===== src/include/seq_settings.svh =====
`ifndef SEQ_SETTINGS_SVH
`define SEQ_SETTINGS_SVH

// program address width, also the width of every ireg source
`define SEQ_ADDR_W 8

// op + dev + cmd + imm
`define SEQ_INST_W 20

// program words, one per address
`define SEQ_DEPTH 256

// command destinations on the bus, one wen bit each
`define SEQ_NUM_DEV 8

`endif


===== src/logic/seq_pkg.sv =====
`include "seq_settings.svh"

package seq_pkg;

   // instruction opcodes, 9 to 15 are illegal
   typedef enum logic [3:0] {
      op_no = 4'd0,  // no operation
      op_ci = 4'd1,  // command with immediate
      op_cr = 4'd2,  // command with ireg value
      op_ji = 4'd3,  // jump to label
      op_jr = 4'd4,  // jump to ireg value
      op_jz = 4'd5,  // jump if ireg zero
      op_jn = 4'd6,  // jump if ireg non-zero
      op_wz = 4'd7,  // stall until ireg zero
      op_wn = 4'd8   // stall until ireg non-zero
   } seq_op_e;

   typedef enum logic [2:0] {
      st_reset  = 3'd0,
      st_ready  = 3'd1,
      st_wait_z = 3'd2,
      st_wait_n = 3'd3,
      st_error  = 3'd4
   } seq_state_e;

   // label for jumps is {dev, cmd}, src is imm[1:0]
   typedef struct packed {
      seq_op_e                op;
      logic [3:0]             dev;
      logic [3:0]             cmd;
      logic [`SEQ_ADDR_W-1:0] imm;
   } seq_inst_t;

   // command word on the device bus
   typedef struct packed {
      logic [3:0]             cmd;
      logic [`SEQ_ADDR_W-1:0] arg;
   } dev_cmd_t;

   typedef enum logic [3:0] {
      cnt_clear = 4'd0,
      cnt_load  = 4'd1,
      cnt_inc   = 4'd2,
      cnt_dec   = 4'd3
   } counter_cmd_e;

   typedef enum logic [3:0] {
      io_set = 4'd0,
      io_and = 4'd1,
      io_or  = 4'd2,
      io_xor = 4'd3
   } io_cmd_e;

endpackage


===== src/logic/counter_dev.sv =====
`timescale 1ns/1ns
`include "seq_settings.svh"

module counter_dev (
   input  logic                   clock,
   input  logic                   reset,
   input  logic                   cmd_en,
   input  seq_pkg::dev_cmd_t      cmd,
   output logic [`SEQ_ADDR_W-1:0] count
);
   import seq_pkg::*;

   counter_cmd_e op;

   assign op = counter_cmd_e'(cmd.cmd);

   // inc and dec wrap around
   always_ff @(posedge clock) begin
      if (reset) begin
         count <= '0;
      end else if (cmd_en) begin
         case (op)
            cnt_clear: count <= '0;
            cnt_load:  count <= cmd.arg;
            cnt_inc:   count <= count + 1'b1;
            cnt_dec:   count <= count - 1'b1;
            default:   count <= count;  // unknown commands ignored
         endcase
      end
   end

endmodule


===== config.mk =====
export PLATFORM = sky130hd
export DESIGN_NAME = counter_dev
export DESIGN_NICKNAME = d
export VERILOG_FILES = /design/src/logic/seq_pkg.sv /design/src/logic/counter_dev.sv
export VERILOG_INCLUDE_DIRS = /design/src /design/src/include
export SDC_FILE = /design/constraint.sdc
export NUM_CORES = 1
export LEC_CHECK = 0
export BUFFER_PORTS_ARGS = -buffer_cell sky130_fd_sc_hd__buf_2
export CORE_MARGIN = 2
export CORE_UTILIZATION = 31
export CTS_CLUSTER_DIAMETER = 100
export DETAILED_ROUTE_END_ITERATION = 10
export PLACE_DENSITY = 0.59
export SYNTH_ARGS = -nofsm -noshare
export SYNTH_HDL_FRONTEND = slang
export SYNTH_SLANG_ARGS = --single-unit
export TNS_END_PERCENT = 100

===== constraint.sdc =====
create_clock -name clock -period 2.1 [get_ports clock]
set_input_delay 0.42 -clock clock [delete_from_list [all_inputs] [get_ports clock]]
set_output_delay 0.42 -clock clock [all_outputs]
set_load 0.005 [all_outputs]

== Word level (Yosys, flattened, before mapping) ==
Index checks and enable logic that the tools add are counted.

* Add/subtract/negate cells: 2
* Equality and inequality tests: 3
* Muxes and demuxes: 1
* Reductions and logical operators: 3

{| class="wikitable"
|+ Operators with widths
! kind !! count
|-
| case mux 8 bit (4 select lines) || 1
|-
| adder 8 x 1 -> 8 bit (second input constant) || 1
|-
| == test 4 x 2 -> 1 bit (second input constant) || 2
|-
| subtractor 8 x 1 -> 8 bit (second input constant) || 1
|-
| == test 4 x 1 -> 1 bit (second input constant) || 1
|-
| zero test 4 bit || 1
|-
| nonzero test 4 bit || 1
|-
| AND reduction 2 bit || 1
|}

* Register bits: 8
* Output and inout bits: 8

== Depth between registers and ports, before layout ==
* Word-level depth: 3
* Gate-level depth with buffers: 8

== Worst setup path before layout ==
OpenSTA, ideal clock, no wires.

* Path type: input to register
* Start: input cmd[10] in the netlist's numbering
* End: register count[6]
* Library setup time: 0.116 ns
* Arrival time: 1.739 ns
* Data required time: 1.984 ns
* Setup slack: 0.245 ns
* Stages on the path: 7
* Buffers on the path: 0
* Cells stage by stage: nand4bb_2 > inv_1 > ha_1 > a211o_1 > nand4b_1 > a21oi_1 > a31o_2

* Word-level cells in the longest chain between the ends: 3
* Elaborated cells between the ends (all ways): 7
* Those cells by class: eq/ne (3); mux (1); reduce/logical (3)

{| class="wikitable"
|+ Ends and longest elaborated chain
! item !! RTL line !! RTL
|-
| start, declared || counter_dev.sv:8 || <nowiki>input seq_pkg::dev_cmd_t cmd,</nowiki>
|-
| == test 4 x 2 -> 1 bit (tied with other cells) || counter_dev.sv:22 || <nowiki>case (op)</nowiki>
|-
| nonzero test 4 bit (no line) || n/a ||
|-
| AND reduction 2 bit (no line) || n/a ||
|-
| end signal, assigned || counter_dev.sv:24 || <nowiki>cnt_load: count <= cmd.arg;</nowiki>
|-
| end signal, assigned || counter_dev.sv:25 || <nowiki>cnt_inc: count <= count + 1'b1;</nowiki>
|-
| end signal, assigned || counter_dev.sv:26 || <nowiki>cnt_dec: count <= count - 1'b1;</nowiki>
|-
| end, declared || counter_dev.sv:9 || <nowiki>output logic [`SEQ_ADDR_W-1:0] count</nowiki>
|}

Several ways; a longest one is shown, not always the timed one.
A chain may end at the register's enable or synchronous reset.

== Final worst setup path ==
* Start: input cmd[10] in the netlist's numbering
* End: register count[2]

Same word-level chain as after synthesis.

==> out/qor.txt <==
Total GRT Usage -> 17.9%
DR vias -> 782
power density cells -> 449 mW/mm²
Unique masters post-synth -> 38
postcts setup bufs -> 0
switching share of power -> 31.4%
cell internal pwr -> 0.269 mW
Final Wtd Congestion -> 0.921
leak pwr -> 0.366 nW
Rel. slew slack -> 74.0%
1st-pass router iterations -> 4
Crit Path Category -> primary input to register
WHS Path Cells -> 3
worst hold slack -> 0.428 ns
RSZ-0062 raised after global routing -> no
Post-Synthesis Cell Area -> 711 µm²
chip height -> 51.9 µm
Hold Path Class -> primary input to register
dpl hpwl -> 1460 µm
# clock sinks -> 8
post-synthesis sequential area ratio -> 22.5%
io pins -> 23
worst endpoint required time -> 2.25 ns
R2R Setup Slk -> 0.36 ns
# DRC -> 0
Overflow after GRT -> 0
DRT Wirelength -> 2020 µm
Synth Flop Type -> dfxtp_1
maximum vdd drop -> 242 µV
CTS Buffer Depth -> 2
placed insts -> 141
antenna viol nets, final -> 0
syn_nets -> 108
clock network power share -> 33.6%
status -> complete, no violations
Worst Clk Skew -> 0.00747 ns
Final Non-Filler Cells -> 144
Placed Area -> 848 µm²
Initial Util -> 32.4%
Largest regs -> count: 8 flops
Synthesis Warnings -> 0
die area -> 0.00269 mm²
number of synthesized flops with an enable pin -> 0
Core ar. -> 0.00219 mm²
syn_area_per_cell -> 7.81 µm²
vias in the first global route -> 749
Area Overhead vs Synth -> 22.5%
Worst-path clk slew -> 0.07 ns
Post-synth ARST share -> 0%
setup_tns -> 0 ns
Seq pwr share -> 42.8%
Worst Setup Start Kind -> primary input
Worst EP arrival -> 1.99 ns
worst r2r path cells -> 6
final net count -> 135
final setup fails -> 0
Post-CTS Hold Buffers -> 0
CTS tree -> done
buffers added on ports -> 22
DRT iter0 DRCs -> 10
worst-margin pin slew -> 0.381 ns
P_sw -> 0.123 mW
max reg flops -> 8
Ant. Diodes -> 0
fraction of layout cells with a size suffix above 1 -> 31.9%
number of max-cap violations -> 0
total power -> 0.391 mW
cell count after synthesis -> 91
number of gates resized after CTS -> 0
Final Cell Area -> 871 µm²
Slew Viols, Final -> 0
Vias/cell -> 5.43
die width -> 51.9 µm
Final Cycle Share -> 87.6%
Max Fclk -> 543 MHz
Top reg by flops -> count
post-synthesis register bit count -> 8
crit end category -> register
worst-skew pair later-pin latency -> 0.27 ns
Root Driver -> clkbuf_4
H-tree Lvls -> 1
Final Hold Fails -> 0
combinational group share of total power -> 23.6%
# rows -> 17
first-pass GRT wire length -> 3510 µm
wire per inst -> 14.0 µm
initial antenna violation count -> 0
Worst Path Max Fanout -> 4
crit path time final -> 1.84 ns
largest net degree at the start of global routing -> 12
Inserted Clock Buffers -> 3
worst max-delay path: stages:
cell       delay, ns
buf_2           0.12
nand4bb_2       0.30
xnor2_1         0.17
ha_1            0.25
a21oi_1         0.30
xnor2_1         0.12
a221oi_1        0.24
nor3_1          0.08
per-layer routing:
layer / global-route usage [%] / routed length, µm
met4: 7.89 / 36
met2: 30.0 / 980
met3: 3.74 / 83
met1: 21.8 / 917
met5: 0 / 0
through the flow:
stage	worst slack, ns	utilization (%)
final	0.260	39.7
after global routing	0.110	39.7
after CTS	0.266	39.7
after detailed placement	-0.00663	38.7
after global placement	0.0839	38.7
after floorplan	0.245	-
layout by cell type (no fill, tap or decap), types with 2 or more instances in the layout:
cell      synthesis  layout
a21oi_1           6       6
a221oi_1          3       3
a31oi_1           5       5
buf_2             1      22
buf_4             2       5
clkbuf_4          0       3
dfxtp_1           8       8
ha_1              2       2
inv_1             2       2
nand2_1          11      11
nand3_1           7       7
nand3b_1          2       2
nand4b_1          3       3
nor2_1            9       9
nor3_1            4       4
xnor2_1           3       3
area by class of cell:
class                           count  area (µm²)
Clock buffer                        3        22.5
Fill cell                         246        1320
Inverter                            2        7.51
Multi-Input combinational cell     76         498
Sequential cell                     8         160
Tap cell                           28        35.0
Timing Repair Buffer               27         148
power by group through the flow:
stage | Clock [mW] | Combinational [mW] | Sequential, mW
finish | 0.132 | 0.0924 | 0.167
global route | 0.144 | 0.104 | 0.169
CTS | 0.132 | 0.0930 | 0.167
detailed placement | 0 | 0.0917 | 0.170
global placement | 0 | 0.0921 | 0.170
floorplan | 0 | 0.0633 | 0.166
cell families (layout without fill, tap and decap cells):
| kind of cell | Yosys count | count (layout) | share of synthesized area [%] |
|---|---|---|---|
| multiplexers | 1 | 1 | 1.41 |
| adder cells (fa/ha/maj) | 2 | 2 | 3.52 |
| AND/OR/NAND/NOR | 45 | 45 | 35.6 |
| AO/OA/AOI/OAI | 24 | 24 | 24.7 |
| buffers and inverters | 7 | 32 | 7.39 |
| XOR/XNOR | 4 | 4 | 4.93 |
| flip-flops | 8 | 8 | 22.5 |
cells in the mapped netlist, types with 2 or more instances:
master | count | area share (%)
xnor2_1 | 3 | 3.7
ha_1 | 2 | 3.5
nor3_1 | 4 | 2.8
inv_1 | 2 | 1.1
a31oi_1 | 5 | 4.4
buf_4 | 2 | 2.1
a21oi_1 | 6 | 4.2
nand2_1 | 11 | 5.8
dfxtp_1 | 8 | 23
a221oi_1 | 3 | 3.7
nor2_1 | 9 | 4.8
nand3_1 | 7 | 4.9
nand3b_1 | 2 | 2.1
nand4b_1 | 3 | 3.7
worst paths after layout:
| check | endpoint | from |
|---|---|---|
| worst min-delay path | count[7] | cmd[7] |
| worst max register to register | count[2] | count[1] |
| worst max-delay path | count[2] | cmd[10] |
| worst min register to register | count[7] | count[7] |
Power figures use the tool's default switching activity.
