===== src/include/seq_settings.svh =====
`ifndef SEQ_SETTINGS_SVH
`define SEQ_SETTINGS_SVH

// program address width, also the width of every ireg source
`define SEQ_ADDR_W 8

// op + dev + cmd + imm
`define SEQ_INST_W 20

// program words, one per address
`define SEQ_DEPTH 256

// command destinations on the bus, one wen bit each
`define SEQ_NUM_DEV 8

`endif


===== src/logic/seq_pkg.sv =====
`include "seq_settings.svh"

package seq_pkg;

   // instruction opcodes, 9 to 15 are illegal
   typedef enum logic [3:0] {
      op_no = 4'd0,  // no operation
      op_ci = 4'd1,  // command with immediate
      op_cr = 4'd2,  // command with ireg value
      op_ji = 4'd3,  // jump to label
      op_jr = 4'd4,  // jump to ireg value
      op_jz = 4'd5,  // jump if ireg zero
      op_jn = 4'd6,  // jump if ireg non-zero
      op_wz = 4'd7,  // stall until ireg zero
      op_wn = 4'd8   // stall until ireg non-zero
   } seq_op_e;

   typedef enum logic [2:0] {
      st_reset  = 3'd0,
      st_ready  = 3'd1,
      st_wait_z = 3'd2,
      st_wait_n = 3'd3,
      st_error  = 3'd4
   } seq_state_e;

   // label for jumps is {dev, cmd}, src is imm[1:0]
   typedef struct packed {
      seq_op_e                op;
      logic [3:0]             dev;
      logic [3:0]             cmd;
      logic [`SEQ_ADDR_W-1:0] imm;
   } seq_inst_t;

   // command word on the device bus
   typedef struct packed {
      logic [3:0]             cmd;
      logic [`SEQ_ADDR_W-1:0] arg;
   } dev_cmd_t;

   typedef enum logic [3:0] {
      cnt_clear = 4'd0,
      cnt_load  = 4'd1,
      cnt_inc   = 4'd2,
      cnt_dec   = 4'd3
   } counter_cmd_e;

   typedef enum logic [3:0] {
      io_set = 4'd0,
      io_and = 4'd1,
      io_or  = 4'd2,
      io_xor = 4'd3
   } io_cmd_e;

endpackage


===== src/logic/io_dev.sv =====
`timescale 1ns/1ns
`include "seq_settings.svh"

module io_dev (
   input  logic                   clock,
   input  logic                   reset,
   input  logic                   cmd_en,
   input  seq_pkg::dev_cmd_t      cmd,
   input  logic [`SEQ_ADDR_W-1:0] ext_in,
   output logic [`SEQ_ADDR_W-1:0] sync_in,
   output logic [`SEQ_ADDR_W-1:0] port_out
);
   import seq_pkg::*;

   io_cmd_e                op;
   logic [`SEQ_ADDR_W-1:0] sync_meta;  // first synchroniser stage

   assign op = io_cmd_e'(cmd.cmd);

   // port latch, bitwise ops with the argument
   always_ff @(posedge clock) begin
      if (reset) begin
         port_out <= '0;
      end else if (cmd_en) begin
         case (op)
            io_set:  port_out <= cmd.arg;
            io_and:  port_out <= port_out & cmd.arg;
            io_or:   port_out <= port_out | cmd.arg;
            io_xor:  port_out <= port_out ^ cmd.arg;
            default: port_out <= port_out;
         endcase
      end
   end

   // ext_in visible on sync_in two edges later
   always_ff @(posedge clock) begin
      if (reset) begin
         sync_meta <= '0;
         sync_in   <= '0;
      end else begin
         sync_meta <= ext_in;
         sync_in   <= sync_meta;
      end
   end

endmodule


===== config.mk =====
export PLATFORM = sky130hd
export DESIGN_NAME = io_dev
export DESIGN_NICKNAME = d
export VERILOG_FILES = /design/src/logic/seq_pkg.sv /design/src/logic/io_dev.sv
export VERILOG_INCLUDE_DIRS = /design/src /design/src/include
export SDC_FILE = /design/constraint.sdc
export NUM_CORES = 1
export LEC_CHECK = 0
export ABC_AREA = 1
export BUFFER_PORTS_ARGS = -buffer_cell sky130_fd_sc_hd__buf_4
export CORE_MARGIN = 3
export CORE_UTILIZATION = 50
export DETAILED_ROUTE_END_ITERATION = 6
export GPL_TIMING_DRIVEN = 0
export PLACE_DENSITY = 0.79
export SLEW_MARGIN = 0
export SYNTH_ARGS = -nofsm -noshare
export SYNTH_HDL_FRONTEND = slang
export SYNTH_SLANG_ARGS = --single-unit

===== constraint.sdc =====
create_clock -name clock -period 2.87 [get_ports clock]
set_input_delay 0.574 -clock clock [delete_from_list [all_inputs] [get_ports clock]]
set_output_delay 0.574 -clock clock [all_outputs]
set_load 0.01 [all_outputs]

; ---- Yosys cells after proc, flatten, opt, wreduce, memory -nomap -nowiden
; Index checks and enable logic that the tools add are counted.
[op_classes]
n_reduce_logical = 3
addsub = 0
n_div = 0
multipliers = 0
mux = 1
order_cmp = 0
bitwise = 3
n_eq_ne = 3
n_shift = 0
[ops]
columns = cell, n
row1 = one-hot mux 8 bit (4 select lines), 1
row2 = AND 8 bit, 1
row3 = == test 4 x 2 -> 1 bit (second input constant), 2
row4 = OR 8 bit, 1
row5 = bitwise XOR 8 bit, 1
row6 = == test 4 x 1 -> 1 bit (second input constant), 1
row7 = logical NOT 4 bit, 1
row8 = nonzero test 4 bit, 1
row9 = AND reduction 2 bit, 1
[word_totals]
latchBits = 0
out_inout_bits = 16
romBits = 0
regBits = 24
elab_cells = 13
input_bits = 23
mem_bits_rw = 0
mem_count = 0

; ---- Longest topological paths before layout
[depth]
depth_word = 3
mapped_depth = 8
mapped_depth_nobuf = 8

; ---- Worst setup path after synthesis
; No wires, ideal clock.
[synth_path]
path_type = in2reg
startpoint = in cmd[2] in the netlist's numbering
endpoint = reg port_out[2]
required_ps = 2735
n_path_buf = 0
arrival_ps = 1222
setup_time_ps = 135
cell_stages = 8
slack_ps = 1513
cell_sequence = inv_1 > ha_1 > inv_1 > nor2_1 > nor2_1 > nand3_1 > nand2_1 > a21oi_2
[synth_via]
elab_chain_cells = 2
word_cells_on_any_way = 4
cone_classes = mux: 1 / bitwise: 3
[synth_rtl]
columns = item, line_no
row1 = from (decl), io_dev.sv:8  ; input seq_pkg::dev_cmd_t cmd,
row2 = "bitwise XOR 8 bit, or another cell as far along", io_dev.sv:29  ; io_xor: port_out <= port_out ^ cmd.arg;
row3 = one-hot mux 8 bit (4 select lines) (*), io_dev.sv:25  ; case (op)
row4 = to (signal assigned), io_dev.sv:26  ; io_set: port_out <= cmd.arg;
row5 = to (signal assigned), io_dev.sv:29
row6 = to (signal assigned), io_dev.sv:30  ; default: port_out <= port_out;
row7 = to (decl), io_dev.sv:11  ; output logic [`SEQ_ADDR_W-1:0] port_out
; Mark *: on every way between the ends. The rest lies on a longest branch, timed or not.
; A chain may end at the register's enable or synchronous reset.

; ---- Final worst setup path
[layout_path]
startpoint = reg port_out[0]
endpoint = out port_out[0]
[layout_rtl]
columns = item, line_no
row1 = from (signal assigned), io_dev.sv:26
row2 = from (signal assigned), io_dev.sv:27  ; io_and: port_out <= port_out & cmd.arg;
row3 = from (signal assigned), io_dev.sv:28  ; io_or: port_out <= port_out | cmd.arg;
; No word-level cell between the ends.

==> flow_results.org <==
** Timing
- For this run, the top clock speed supported by timing is ~690 MHz.
- At the pin with the least slew margin, the transition time is roughly 590 ps.
- After routing, the total negative slack on setup checks comes to 0 ps.
- The count of final max-slew check failures came to 0.
- The final critical path takes up roughly half of the cycle.
- Unrepaired setup endpoints after global routing :: no
- Final setup violation count :: 0
- Number of hold violations in the final report :: 0
- Slew headroom :: 60.8%
- For the final database, setup skew stands at around 0.58 ps.
- The tightest hold path in the finished design has a slack of about 400 ps.
- The worst path needs roughly 1500 ps of the cycle, external delays included.

** Drt
- Wires add up to roughly 2700 µm.
- After detailed routing, the number of remaining DRC violations is 0.
- Dividing the detail-routed via count by the number of cells gives 4.60.
- Drt wl/cell :: just over 10 µm
- Number of detailed-route iterations in the first pass :: 4
- The detailed router placed approximately 1200 vias in this run.
- In this run, the number of DRC markers left after iteration 0 of detailed routing was 27.
- Post-route antenna net violation count :: 0

** Clock tree
- CTS placed an instance of sky130_fd_sc_hd__clkbuf_4 at the clock tree root.
- Post-CTS sizing :: 0
- Max Buffers Root-to-Sink :: 2
- CTS tree :: yes
- CTS built an H-tree with a depth of 1.
- Post-CTS Setup Bufs :: 0
- For the worst-skew pair, the clock arrives at the later sink with an insertion delay of around 310 ps.
- Count of clock tree sinks :: 24
- Clock input transition at the sequential cells of the worst setup and hold paths :: 130 ps
- The number of hold buffers added after CTS was 0.
- Number of buffers inserted during clock tree synthesis :: 3

** Critical path
- Capture instance of the worst register-to-register path :: port_out[3]$_SDFFE_PP0P_
- Family of cells with the greatest summed delay on the critical path :: flip-flops
- In this run the worst path has a maximum fanout of 4.
- Startpoint of the worst setup timing path :: port_out[0]$_SDFFE_PP0P_
- The worst register-to-register path has a depth of 8.
- Kind of end point of the critical path :: primary output
- Max incr delay on CP :: 420 ps
- Arrival time at the worst endpoint :: 880 ps
- STA puts the critical path data required time at between 2000 and 2500 ps.
- Crit Reg-Reg Startpoint :: port_out[3]$_SDFFE_PP0P_
- Master of the slowest instance on the critical path :: sky130_fd_sc_hd__dfxtp_1
- In this run the register-to-register setup slack is roughly 1600 ps.
- Startpoint types :: flop
- Worst setup path category :: reg2out
- The signal on the critical path passes through buf_4.
- Together, buffers and inverters on the worst path number 1.

** Logic synthesis
- A synthesized cell averages roughly 7 µm².
- Dominant cell type by area after synthesis :: sky130_fd_sc_hd__dfxtp_1
- In this run the biggest area consumer among cell types represents 36.0% of the synthesized area.
- After synthesis, the netlist uses 14 different library cells.
- Synthesis produced a netlist whose cell count is 190.
- Seq/Total Area, Yosys :: approximately 36%
- In this run, synthesis produced a sequential element count of 24.
- Yosys attributes the largest share of cell area to sky130_fd_sc_hd__dfxtp_1, sky130_fd_sc_hd__ha_1, sky130_fd_sc_hd__inv_1.
- Post-synth design cell area :: between 0.001 and 0.0015 mm²
- Net count after synthesis :: 229
- Number of warnings printed during yosys synthesis :: 0

** GRT
- Number of global-route vias before repair :: between 1000 and 1500
- Combined global-route utilization of all metal layers :: 16.9%
- Entering global routing, the biggest net connects 14 pins.
- Wire length of the first global-routing pass :: roughly 4400 µm
- Global routing finished with a remaining overflow of 0.
- The number of antenna violations at the first check in global routing was 0.

** Floorplan
- Row count :: 18
- Number of primary I/O pins :: 39
- In this run the standard cell core region covers approximately 0.0025 mm².
- Die height :: between 50 and 60 µm
- For this configuration, the core starts out at a cell density of a little over half.
- Die ar. :: roughly 0.0033 mm²
- The floorplan step set the die width to between 50 and 60 µm.

** Flow run
- Max Cap Violations :: 0

** Min path
- Class of the tightest hold or removal check :: reg2reg
- The startpoint identified for the worst hold timing path is sync_meta[1]$_SDFF_PP0_.
- Hold EP :: sync_in[1]$_SDFF_PP0_
- Hold Crit Depth :: 2

** Finish
- The repair_antennas step left the layout with diodes totalling 0.
- Fraction of final layout cells with drive strength greater than 1 :: 21.6%
- Cells fill roughly two thirds of the core in the end.
- Compared with the post-synthesis result, the final layout area differs by 26.9%.
- In the final design database the tool counted about 270 nets.

** Pwr
- Power consumption :: about 660 µW
- For this design the ratio of total power to cell area is around 390 mW/mm².
- Worst ir drop on vdd :: between 0.0003 and 0.0004 V
- Leakage power summed over all cells :: 0.000918 µW

** Place
- At the end of routability-driven placement, the weighted congestion stood at between 0.7 and 0.8.
- Detail Placement HPWL :: around 2000 µm
- # port buffers :: 38

** Status
- Result of the run :: complete, no violations
tightest hold or removal path, stage by stage, from the launching register on:
cell                      delay [ps]
sky130_fd_sc_hd__dfxtp_1         320
sky130_fd_sc_hd__inv_1            40
sky130_fd_sc_hd__nor2_1           30
layout make-up:
class,count,area (µm²)
fillers,209,806
multi-input cells,111,637
flip-flops and latches,24,480
repair buffers,38,285
inverters,51,191
well taps,30,37.5
clock buffers,4,36.3
plain buffers,4,26.3
power breakdown:
group	leakage [µW]	total [µW]	internal [µW]	switching (µW)
Sequential	0.000198	357	349	8.05
Clock	0.0000210	175	77.4	97.5
Combinational	0.000700	125	58.1	66.9
synthesized netlist by cell type:
cell                       instances
sky130_fd_sc_hd__a21oi_1          12
sky130_fd_sc_hd__a21oi_2           4
sky130_fd_sc_hd__buf_1             1
sky130_fd_sc_hd__buf_4             1
sky130_fd_sc_hd__buf_6             1
sky130_fd_sc_hd__clkbuf_1          1
sky130_fd_sc_hd__dfxtp_1          24
sky130_fd_sc_hd__ha_1             16
sky130_fd_sc_hd__inv_1            51
sky130_fd_sc_hd__nand2_1          19
sky130_fd_sc_hd__nand2_4           1
sky130_fd_sc_hd__nand3_1          24
sky130_fd_sc_hd__nor2_1           34
sky130_fd_sc_hd__nor2_4            1
worst max-delay path by stage:
stage | to | slack (ps) | cells after the start
floorplan | port_out[2]$_SDFFE_PP0P_ | 1510 | 8
global placement | port_out[7]$_SDFFE_PP0P_ | 1220 | 7
detailed placement | port_out[4]$_SDFFE_PP0P_ | 1210 | 7
CTS | port_out[0] | 1410 | 1
global route | port_out[0] | 1350 | 1
finish | port_out[0] | 1420 | 1
state kept, by name, indices dropped and copies added (netlist names):
register and count:
sync_meta 8, sync_in 8, port_out 8
per-layer routing:
metal	routed length (µm)	track usage, %	share of wire [%]
met2	1320	29.7	49
met4	48	5.63	1.8
met1	1130	20.4	42
met3	171	3.34	6.4
met5	0	0	0
cells in the final DEF (no fill, tap or decap), drive strengths merged:
master	Yosys	final
clkbuf	1	5
nand2	20	20
nor2	35	35
a21oi	16	16
buf	3	41
dfxtp	24	24
nand3	24	24
ha	16	16
inv	51	51
per-stage QoR:
stage / std cells / cell area [µm²] / setup slack, ps
CTS: 262 / 1690 / 1410
floorplan: 190 / 1340 / 1510
detailed placement: 258 / 1660 / 1210
finish: 262 / 1690 / 1420
global route: 262 / 1690 / 1350
global placement: 258 / 1660 / 1220
kinds of logic (layout without fill, tap and decap cells):
kind of cell	Yosys count	count (layout)	synth area share, %
flops	24	24	36.0
fa+ha+maj	16	16	15.0
simple gates	79	79	25.6
buf+inv	55	97	16.3
compound gates	16	16	7.12
No activity file was read; power rests on OpenSTA's default activity.
