--- config.mk ---
export PLATFORM = sky130hd
export DESIGN_NAME = seq_core
export DESIGN_NICKNAME = d
export VERILOG_FILES = /design/src/logic/seq_pkg.sv /design/src/logic/seq_core.sv
export VERILOG_INCLUDE_DIRS = /design/src /design/src/include
export SDC_FILE = /design/constraint.sdc
export NUM_CORES = 1
export LEC_CHECK = 0
export BUFFER_PORTS_ARGS = -buffer_cell sky130_fd_sc_hd__buf_4
export CORE_ASPECT_RATIO = 0.8
export CORE_MARGIN = 3
export CORE_UTILIZATION = 25
export CTS_BUF_LIST = sky130_fd_sc_hd__clkbuf_4 sky130_fd_sc_hd__clkbuf_8
export DETAILED_ROUTE_END_ITERATION = 16
export PLACE_DENSITY_LB_ADDON = 0.3
export SLEW_MARGIN = 25
export SYNTH_ARGS = -nofsm -noshare
export SYNTH_HDL_FRONTEND = slang
export SYNTH_SLANG_ARGS = --single-unit
--- constraint.sdc ---
create_clock -name clock -period 6.46 [get_ports clock]
set_input_delay 1.292 -clock clock [delete_from_list [all_inputs] [get_ports clock]]
set_output_delay 1.292 -clock clock [all_outputs]
set_load 0.01 [all_outputs]
--- src/include/seq_settings.svh ---
`ifndef SEQ_SETTINGS_SVH
`define SEQ_SETTINGS_SVH

// program address width, also the width of every ireg source
`define SEQ_ADDR_W 8

// op + dev + cmd + imm
`define SEQ_INST_W 20

// program words, one per address
`define SEQ_DEPTH 256

// command destinations on the bus, one wen bit each
`define SEQ_NUM_DEV 8

`endif

--- src/logic/seq_pkg.sv ---
`include "seq_settings.svh"

package seq_pkg;

   // instruction opcodes, 9 to 15 are illegal
   typedef enum logic [3:0] {
      op_no = 4'd0,  // no operation
      op_ci = 4'd1,  // command with immediate
      op_cr = 4'd2,  // command with ireg value
      op_ji = 4'd3,  // jump to label
      op_jr = 4'd4,  // jump to ireg value
      op_jz = 4'd5,  // jump if ireg zero
      op_jn = 4'd6,  // jump if ireg non-zero
      op_wz = 4'd7,  // stall until ireg zero
      op_wn = 4'd8   // stall until ireg non-zero
   } seq_op_e;

   typedef enum logic [2:0] {
      st_reset  = 3'd0,
      st_ready  = 3'd1,
      st_wait_z = 3'd2,
      st_wait_n = 3'd3,
      st_error  = 3'd4
   } seq_state_e;

   // label for jumps is {dev, cmd}, src is imm[1:0]
   typedef struct packed {
      seq_op_e                op;
      logic [3:0]             dev;
      logic [3:0]             cmd;
      logic [`SEQ_ADDR_W-1:0] imm;
   } seq_inst_t;

   // command word on the device bus
   typedef struct packed {
      logic [3:0]             cmd;
      logic [`SEQ_ADDR_W-1:0] arg;
   } dev_cmd_t;

   typedef enum logic [3:0] {
      cnt_clear = 4'd0,
      cnt_load  = 4'd1,
      cnt_inc   = 4'd2,
      cnt_dec   = 4'd3
   } counter_cmd_e;

   typedef enum logic [3:0] {
      io_set = 4'd0,
      io_and = 4'd1,
      io_or  = 4'd2,
      io_xor = 4'd3
   } io_cmd_e;

endpackage

--- src/logic/seq_core.sv ---
`timescale 1ns/1ns
`include "seq_settings.svh"

module seq_core (
   input  logic                    clock,
   input  logic                    reset,
   input  logic                    run,
   input  seq_pkg::seq_inst_t      inst,
   input  logic [`SEQ_ADDR_W-1:0]  ireg_0,
   input  logic [`SEQ_ADDR_W-1:0]  ireg_1,
   input  logic [`SEQ_ADDR_W-1:0]  ireg_2,
   input  logic [`SEQ_ADDR_W-1:0]  ireg_3,
   output logic [`SEQ_ADDR_W-1:0]  next,
   output seq_pkg::dev_cmd_t       oreg,
   output logic [`SEQ_NUM_DEV-1:0] oreg_wen,
   output logic                    fault
);
   import seq_pkg::*;

   localparam int DEV_W = $clog2(`SEQ_NUM_DEV);

   seq_state_e              state;
   seq_state_e              state_nxt;
   logic [`SEQ_ADDR_W-1:0]  pc_nxt;
   logic [`SEQ_ADDR_W-1:0]  pc_inc;
   logic [`SEQ_ADDR_W-1:0]  label;
   logic [`SEQ_ADDR_W-1:0]  src_val;
   logic [1:0]              src;
   logic [DEV_W-1:0]        dst;
   logic [`SEQ_NUM_DEV-1:0] wen_dec;
   logic [`SEQ_NUM_DEV-1:0] wen_nxt;
   dev_cmd_t                oreg_nxt;

   assign label  = {inst.dev, inst.cmd};  // jump target spans dev and cmd
   assign src    = inst.imm[1:0];
   assign dst    = inst.dev[DEV_W-1:0];   // top bit of dev nibble unused
   assign pc_inc = next + 1'b1;

   // ireg select
   always_comb begin
      case (src)
         2'd0:    src_val = ireg_0;
         2'd1:    src_val = ireg_1;
         2'd2:    src_val = ireg_2;
         default: src_val = ireg_3;
      endcase
   end

   always_comb begin
      wen_dec      = '0;
      wen_dec[dst] = 1'b1;  // one-hot destination
   end

   // bus is idle unless a CI or CR executes
   always_comb begin
      state_nxt = state;
      pc_nxt    = next;
      oreg_nxt  = '0;
      wen_nxt   = '0;
      case (state)
         st_reset: begin
            state_nxt = st_ready;
            pc_nxt    = '0;
         end
         st_ready: begin
            if (run) begin
               case (inst.op)
                  op_no: pc_nxt = pc_inc;
                  op_ci: begin
                     pc_nxt       = pc_inc;
                     oreg_nxt.cmd = inst.cmd;
                     oreg_nxt.arg = inst.imm;
                     wen_nxt      = wen_dec;
                  end
                  op_cr: begin
                     pc_nxt       = pc_inc;
                     oreg_nxt.cmd = inst.cmd;
                     oreg_nxt.arg = src_val;
                     wen_nxt      = wen_dec;
                  end
                  op_ji: pc_nxt = label;
                  op_jr: pc_nxt = src_val;
                  op_jz: pc_nxt = (src_val == '0) ? label : pc_inc;
                  op_jn: pc_nxt = (src_val != '0) ? label : pc_inc;
                  op_wz: begin
                     if (src_val == '0) pc_nxt = pc_inc;
                     else state_nxt = st_wait_z;
                  end
                  op_wn: begin
                     if (src_val != '0) pc_nxt = pc_inc;
                     else state_nxt = st_wait_n;
                  end
                  default: begin  // illegal opcode
                     state_nxt = st_error;
                     pc_nxt    = '0;
                  end
               endcase
            end
         end
         // inst still holds the wait instruction, so src is the same ireg
         st_wait_z: begin
            if (run && src_val == '0) begin
               state_nxt = st_ready;
               pc_nxt    = pc_inc;
            end
         end
         st_wait_n: begin
            if (run && src_val != '0) begin
               state_nxt = st_ready;
               pc_nxt    = pc_inc;
            end
         end
         default: begin  // error is sticky until reset
            state_nxt = st_error;
            pc_nxt    = '0;
         end
      endcase
   end

   always_ff @(posedge clock) begin
      if (reset) begin
         state    <= st_reset;
         next     <= '0;
         oreg     <= '0;
         oreg_wen <= '0;
      end else begin
         state    <= state_nxt;
         next     <= pc_nxt;
         oreg     <= oreg_nxt;
         oreg_wen <= wen_nxt;
      end
   end

   assign fault = (state == st_error);

endmodule

* Word-level counts from Yosys, hierarchy flattened *
Cells that the tools add are included.
W data, S select, Z words.

cells by class
  bitwise gates (word level) = 3
  shift-type cells = 0
  multiplexer cells = 20
  multiply operators = 0
  equal/unequal tests = 22
  add/subtract/negate cells = 1
  reductions and logical operators = 15
  magnitude comparators = 2
  divide/modulo/power cells = 0

operators by type and width
  kind                   count
  $mux W8                7
  $pmux W8 S7            1
  $pmux W8 S3            2
  $pmux W12 S2           1
  $eq A4 B3 Y1 const B   4
  $mux W3                5
  $ne A3 B3 Y1 const B   4
  $pmux W3 S4            1
  $pmux W3 S3            1
  $add A8 B1 Y8 const B  1
  $eq A4 B2 Y1 const B   2
  $logic_not A8 Y1       1
  $ne A2 B2 Y1 const B   4
  $reduce_bool A8 Y1     1
  $reduce_or A7 Y1       1
  $eq A3 B2 Y1 const B   2
  $reduce_and A6 Y1      1
  $reduce_or A3 Y1       2
  $reduce_and A5 Y1      1
  $eq A4 B1 Y1 const B   1
  $eq A4 B4 Y1 const B   1
  $logic_not A4 Y1       1
  $lt A3 B4 Y1 const B   1
  $reduce_or A4 Y1       1
  other kinds (12)       16

storage, ports and cells
  logic and storage cells = 68
  bits in latches = 0
  register bits after elaboration = 31
  RAM bits = 0
  memories kept = 0
  memory bits (read-only) = 0

* Depth between registers and ports, before layout *
  depth after elaboration = 7
  depth in mapped cells = 8
  mapped depth without buffers = 6

* Worst setup path before layout *
OpenSTA, ideal clock, no wires.

  kind = input to register
  start = input port inst[0] (netlist name)
  end = register next[4]
  setup slack = 2.752 ns
  data arrival time = 3.621 ns
  data required time = 6.374 ns
  setup time = 0.086 ns
  stages = 8
  path buffers = 2
  cells stage by stage = buf_6 > mux4_2 > or4_1 > buf_2 > o31a_1 > a211oi_4 > a22oi_1 > a221oi_2

between the ends
  longest elaborated chain between the ends = 7
  elaborated cells on any way between the ends = 18
  classes of those cells = eq/ne: 6; mux: 6; reduce/logical: 6

RTL lines
  what                                                    line                            text
  start: declaration                                      seq_core.sv:8                   input seq_pkg::seq_inst_t inst,
  $eq A2 B2 Y1, or another cell as far along              seq_core.sv:41                  case (src)
  $pmux W8 S3 *                                           seq_core.sv:41
  $reduce_bool A8 Y1 or $logic_not A8 Y1 (tied branches)  --
  $mux W8, on equally long branches                       seq_core.sv:84, seq_core.sv:83
  $pmux W8 S7                                             seq_core.sv:67                  case (inst.op)
  $mux W8                                                 seq_core.sv:66                  if (run) begin
  $pmux W8 S3                                             seq_core.sv:60                  case (state)
  end signal: assignment                                  seq_core.sv:128                 next <= pc_nxt;
  end: declaration                                        seq_core.sv:13                  output logic [`SEQ_ADDR_W-1:0] next,

Every way passes the cells marked *; elsewhere a longest branch is shown, timed or not. The select of a mux whose other input is x is not followed.
A chain may end at the register's enable or synchronous reset.

* Worst setup path after layout *
  start = input port inst[0] (netlist name)
  end = register next[3]

Same word-level chain as after synthesis.

==> results.yml <==
outcome:
  outcome: "complete, no violations"
power:
  powerDensity_nw_per_um2: 253
  leakage_nw: 1.08
  ir_drop_v: 0.0000933
worst_setup_path:
  start_kind: "input pin"
  crit_fanout: 9
  end_kind: "register"
  critical_path_class: "in2reg"
  cp_num_buf_inv: 1
  cp.arrival_ps: 3950
  crit_start: "inst[0]"
  r2r_setup_slack_ps: 4090
  crit_cells: 7
  critical_path.most_common_cell: "a211oi_1"
  crit_chain: "buf_4 > mux4_2 > or4_1 > o31a_1 > a2111oi_4 > a211oi_1 > a211oi_1"
  cp_slowest_cell: "or4_1"
  required_ps: 6650
  r2r-start: "state[1]$_SDFFE_PP0P_"
  slowest_delay_ps: 680
  timing.critical_path.to: "next[3]$_SDFFE_PP0P_"
  worst_r2r_endpoint: "next[4]$_SDFFE_PP0P_"
  crit_family: "compound AO/OA/AOI/OAI gates"
  reg2reg_depth: 6
routing:
  wl_per_cell_um: 16.2
  drt_iter0_markers: 260
  drc_errors: 0
  wirelength_mm: 6.64
  firstDrtPassIters: 5
  via_count: 2212
  ant_nets: 0
  avgViaCountPerCell: 5.40
clock_tree:
  cts_setup_buffers: 0
  insertion_delay_ps: 280
  postCtsResizedCells: 0
  cts_buffers: 5
  htreeDepth: 2
  cts_sinks: 31
  postCtsHoldBufs: 0
  clkSlewWorstSetupHoldPaths_ps: 70
  cts_tree: "yes"
  cts-root-buf: "clkbuf_8"
  cts_max_path_buffers: 2
floorplan:
  io_pins: 84
  dieArea_um2: 9010
  die_h_um: 85.5
  fp.coreArea_um2: 7530
  fp.dieW_um: 105
  start_util_pct: 26.2
  rows: 28
job:
  maxCapViolCount: 0
timing:
  slew_headroom_pct: 37.2
  fmax_ghz: 0.266
  hold_ws_ps: 504
  hold_viol: 0
  setup_viol: 0
  tightest_slew_ps: 935
  rsz0062_at_grt: "no"
  finClkSkew_ps: 5.37
  layout_setup_ws_ps: 2700
  layout_min_cycle_time_ps: 3760
  slew_violations: 0
  post-route-period-util_pct: 58.2
  timing.setup.tns_ps: 0
global_routing:
  grt_max_degree: 17
  grt_use_total_pct: 14.7
  grt_overflow: 0
  grt_pass1_wl_mm: 10.7
  grt_pass1_vias: 2128
  antenna_found_initial: 0
layout:
  area.growth.synth_to_final_pct: 41.5
  fin_cells: 410
  layout_common_cells: "83 x buf_4, 31 x dfxtp_1, 25 x nor2_1"
  layout_commonest_cell: "buf_4"
  nNetsFinal: 360
  drive_above_1_share_pct: 36.1
  diodes: 0
placed_design:
  place_congestion: 0.876
  io_buffer_count: 83
  dpl_worst_slack_ps: 2330
  numPlacedInstances: 402
  dpl.hpwl_mm: 5.30
synthesis:
  ys_seq_elements: 31
  synth_edf_count: 0
  syn_area_per_cell_um2: 8.70
  ys.flop_type: "dfxtp_1"
  synth_warnings: 0
  ys_types: 56
  ys_seq_area_share_pct: 31.4
  async_flop_share_pct: 0
  syn_area_um2: 1980
  netlist_instances: 227
  synth.net_count: 283
hold_path:
  holdCritPathClass: "reg2reg"
==> worst reg2reg max path: stages, from the launching register on <==
cell,delay [ps]
dfxtp_1,420
or3b_2,630
a2111oi_0,430
nand3_1,190
o211ai_4,220
o211ai_1,160
a221oi_2,250
==> worst min-delay path by stage <==
| stage | from | end | slack [ps] | cells after the start |
|---|---|---|---|---|
| 2_1_floorplan | next[7]$_SDFFE_PP0P_ | next[7]$_SDFFE_PP0P_ | 510 | 2 |
| 4_1_cts | next[7]$_SDFFE_PP0P_ | next[7]$_SDFFE_PP0P_ | 500 | 2 |
| 3_5_place_dp | next[7]$_SDFFE_PP0P_ | next[7]$_SDFFE_PP0P_ | 490 | 2 |
| 3_3_place_gp | next[7]$_SDFFE_PP0P_ | next[7]$_SDFFE_PP0P_ | 500 | 2 |
| 6_report | next[7]$_SDFFE_PP0P_ | next[7]$_SDFFE_PP0P_ | 500 | 2 |
| 5_1_grt | next[7]$_SDFFE_PP0P_ | next[7]$_SDFFE_PP0P_ | 560 | 2 |
==> layer usage <==
metal	wire [um]	vias up	share of wire (%)	GRT usage, %
met4	9	0	0.14	2.86
li1	-	1034	-	-
met5	0	-	0	0
met2	2920	144	44	23.3
met3	744	4	11	5.19
met1	2970	1030	45	19.5
==> kinds of logic (layout without fill, tap and decap cells) <==
group	Yosys count	count (layout)	share of synthesized area (%)
XOR/XNOR	1	1	0.443
multiplexers	8	8	9.12
adder cells (fa/ha/maj)	2	2	1.14
AND/OR/NAND/NOR	91	91	24.1
buffers and inverters	25	103	5.57
AO/OA/AOI/OAI	69	69	28.2
flip-flops	31	31	31.4
==> sequential cells by signal (all words and copies together) (netlist names) <==
register,cells
state,3
oreg,12
oreg_wen,8
next,8
==> report_power, final <==
part	switching, mW	internal (mW)	total, mW
Clock	0.0768	0.125	0.202
Sequential	0.0297	0.208	0.237
Combinational	0.154	0.114	0.268
Total	0.260	0.447	0.707
==> cells in the mapped netlist (6+ instances only) <==
library cell   n  area [um^2]
a221oi_1       6         52.6
mux4_2         8          180
nand3_1        9         45.0
dfxtp_1       31          621
o211ai_1       7         52.6
a22oi_1        9         67.6
nor3_1         7         35.0
and2_1         7         43.8
inv_1         11         41.3
a21oi_1       11         55.1
clkbuf_1       7         26.3
nand2_1       11         41.3
nor2_1        25         93.8
==> per-stage QoR <==
stage,utilization (%),cell area (um^2),total power [mW]
after floorplan,-,1980,0.416
after global placement,35.4,2670,0.508
after detailed placement,35.4,2670,0.505
after CTS,36.9,2780,0.710
after global routing,37.1,2800,0.753
final,37.1,2800,0.707
==> layout make-up <==
class                           count  area, um^2
Inverter                           12        45.0
Clock inverter                      2        35.0
Multi-Input combinational cell    171        1260
Fill cell                         748        4740
Clock buffer                        6        82.6
Sequential cell                    31         621
Tap cell                          105         131
Timing Repair Buffer               83         623
Note: power is estimated with default switching activity, not from simulation.
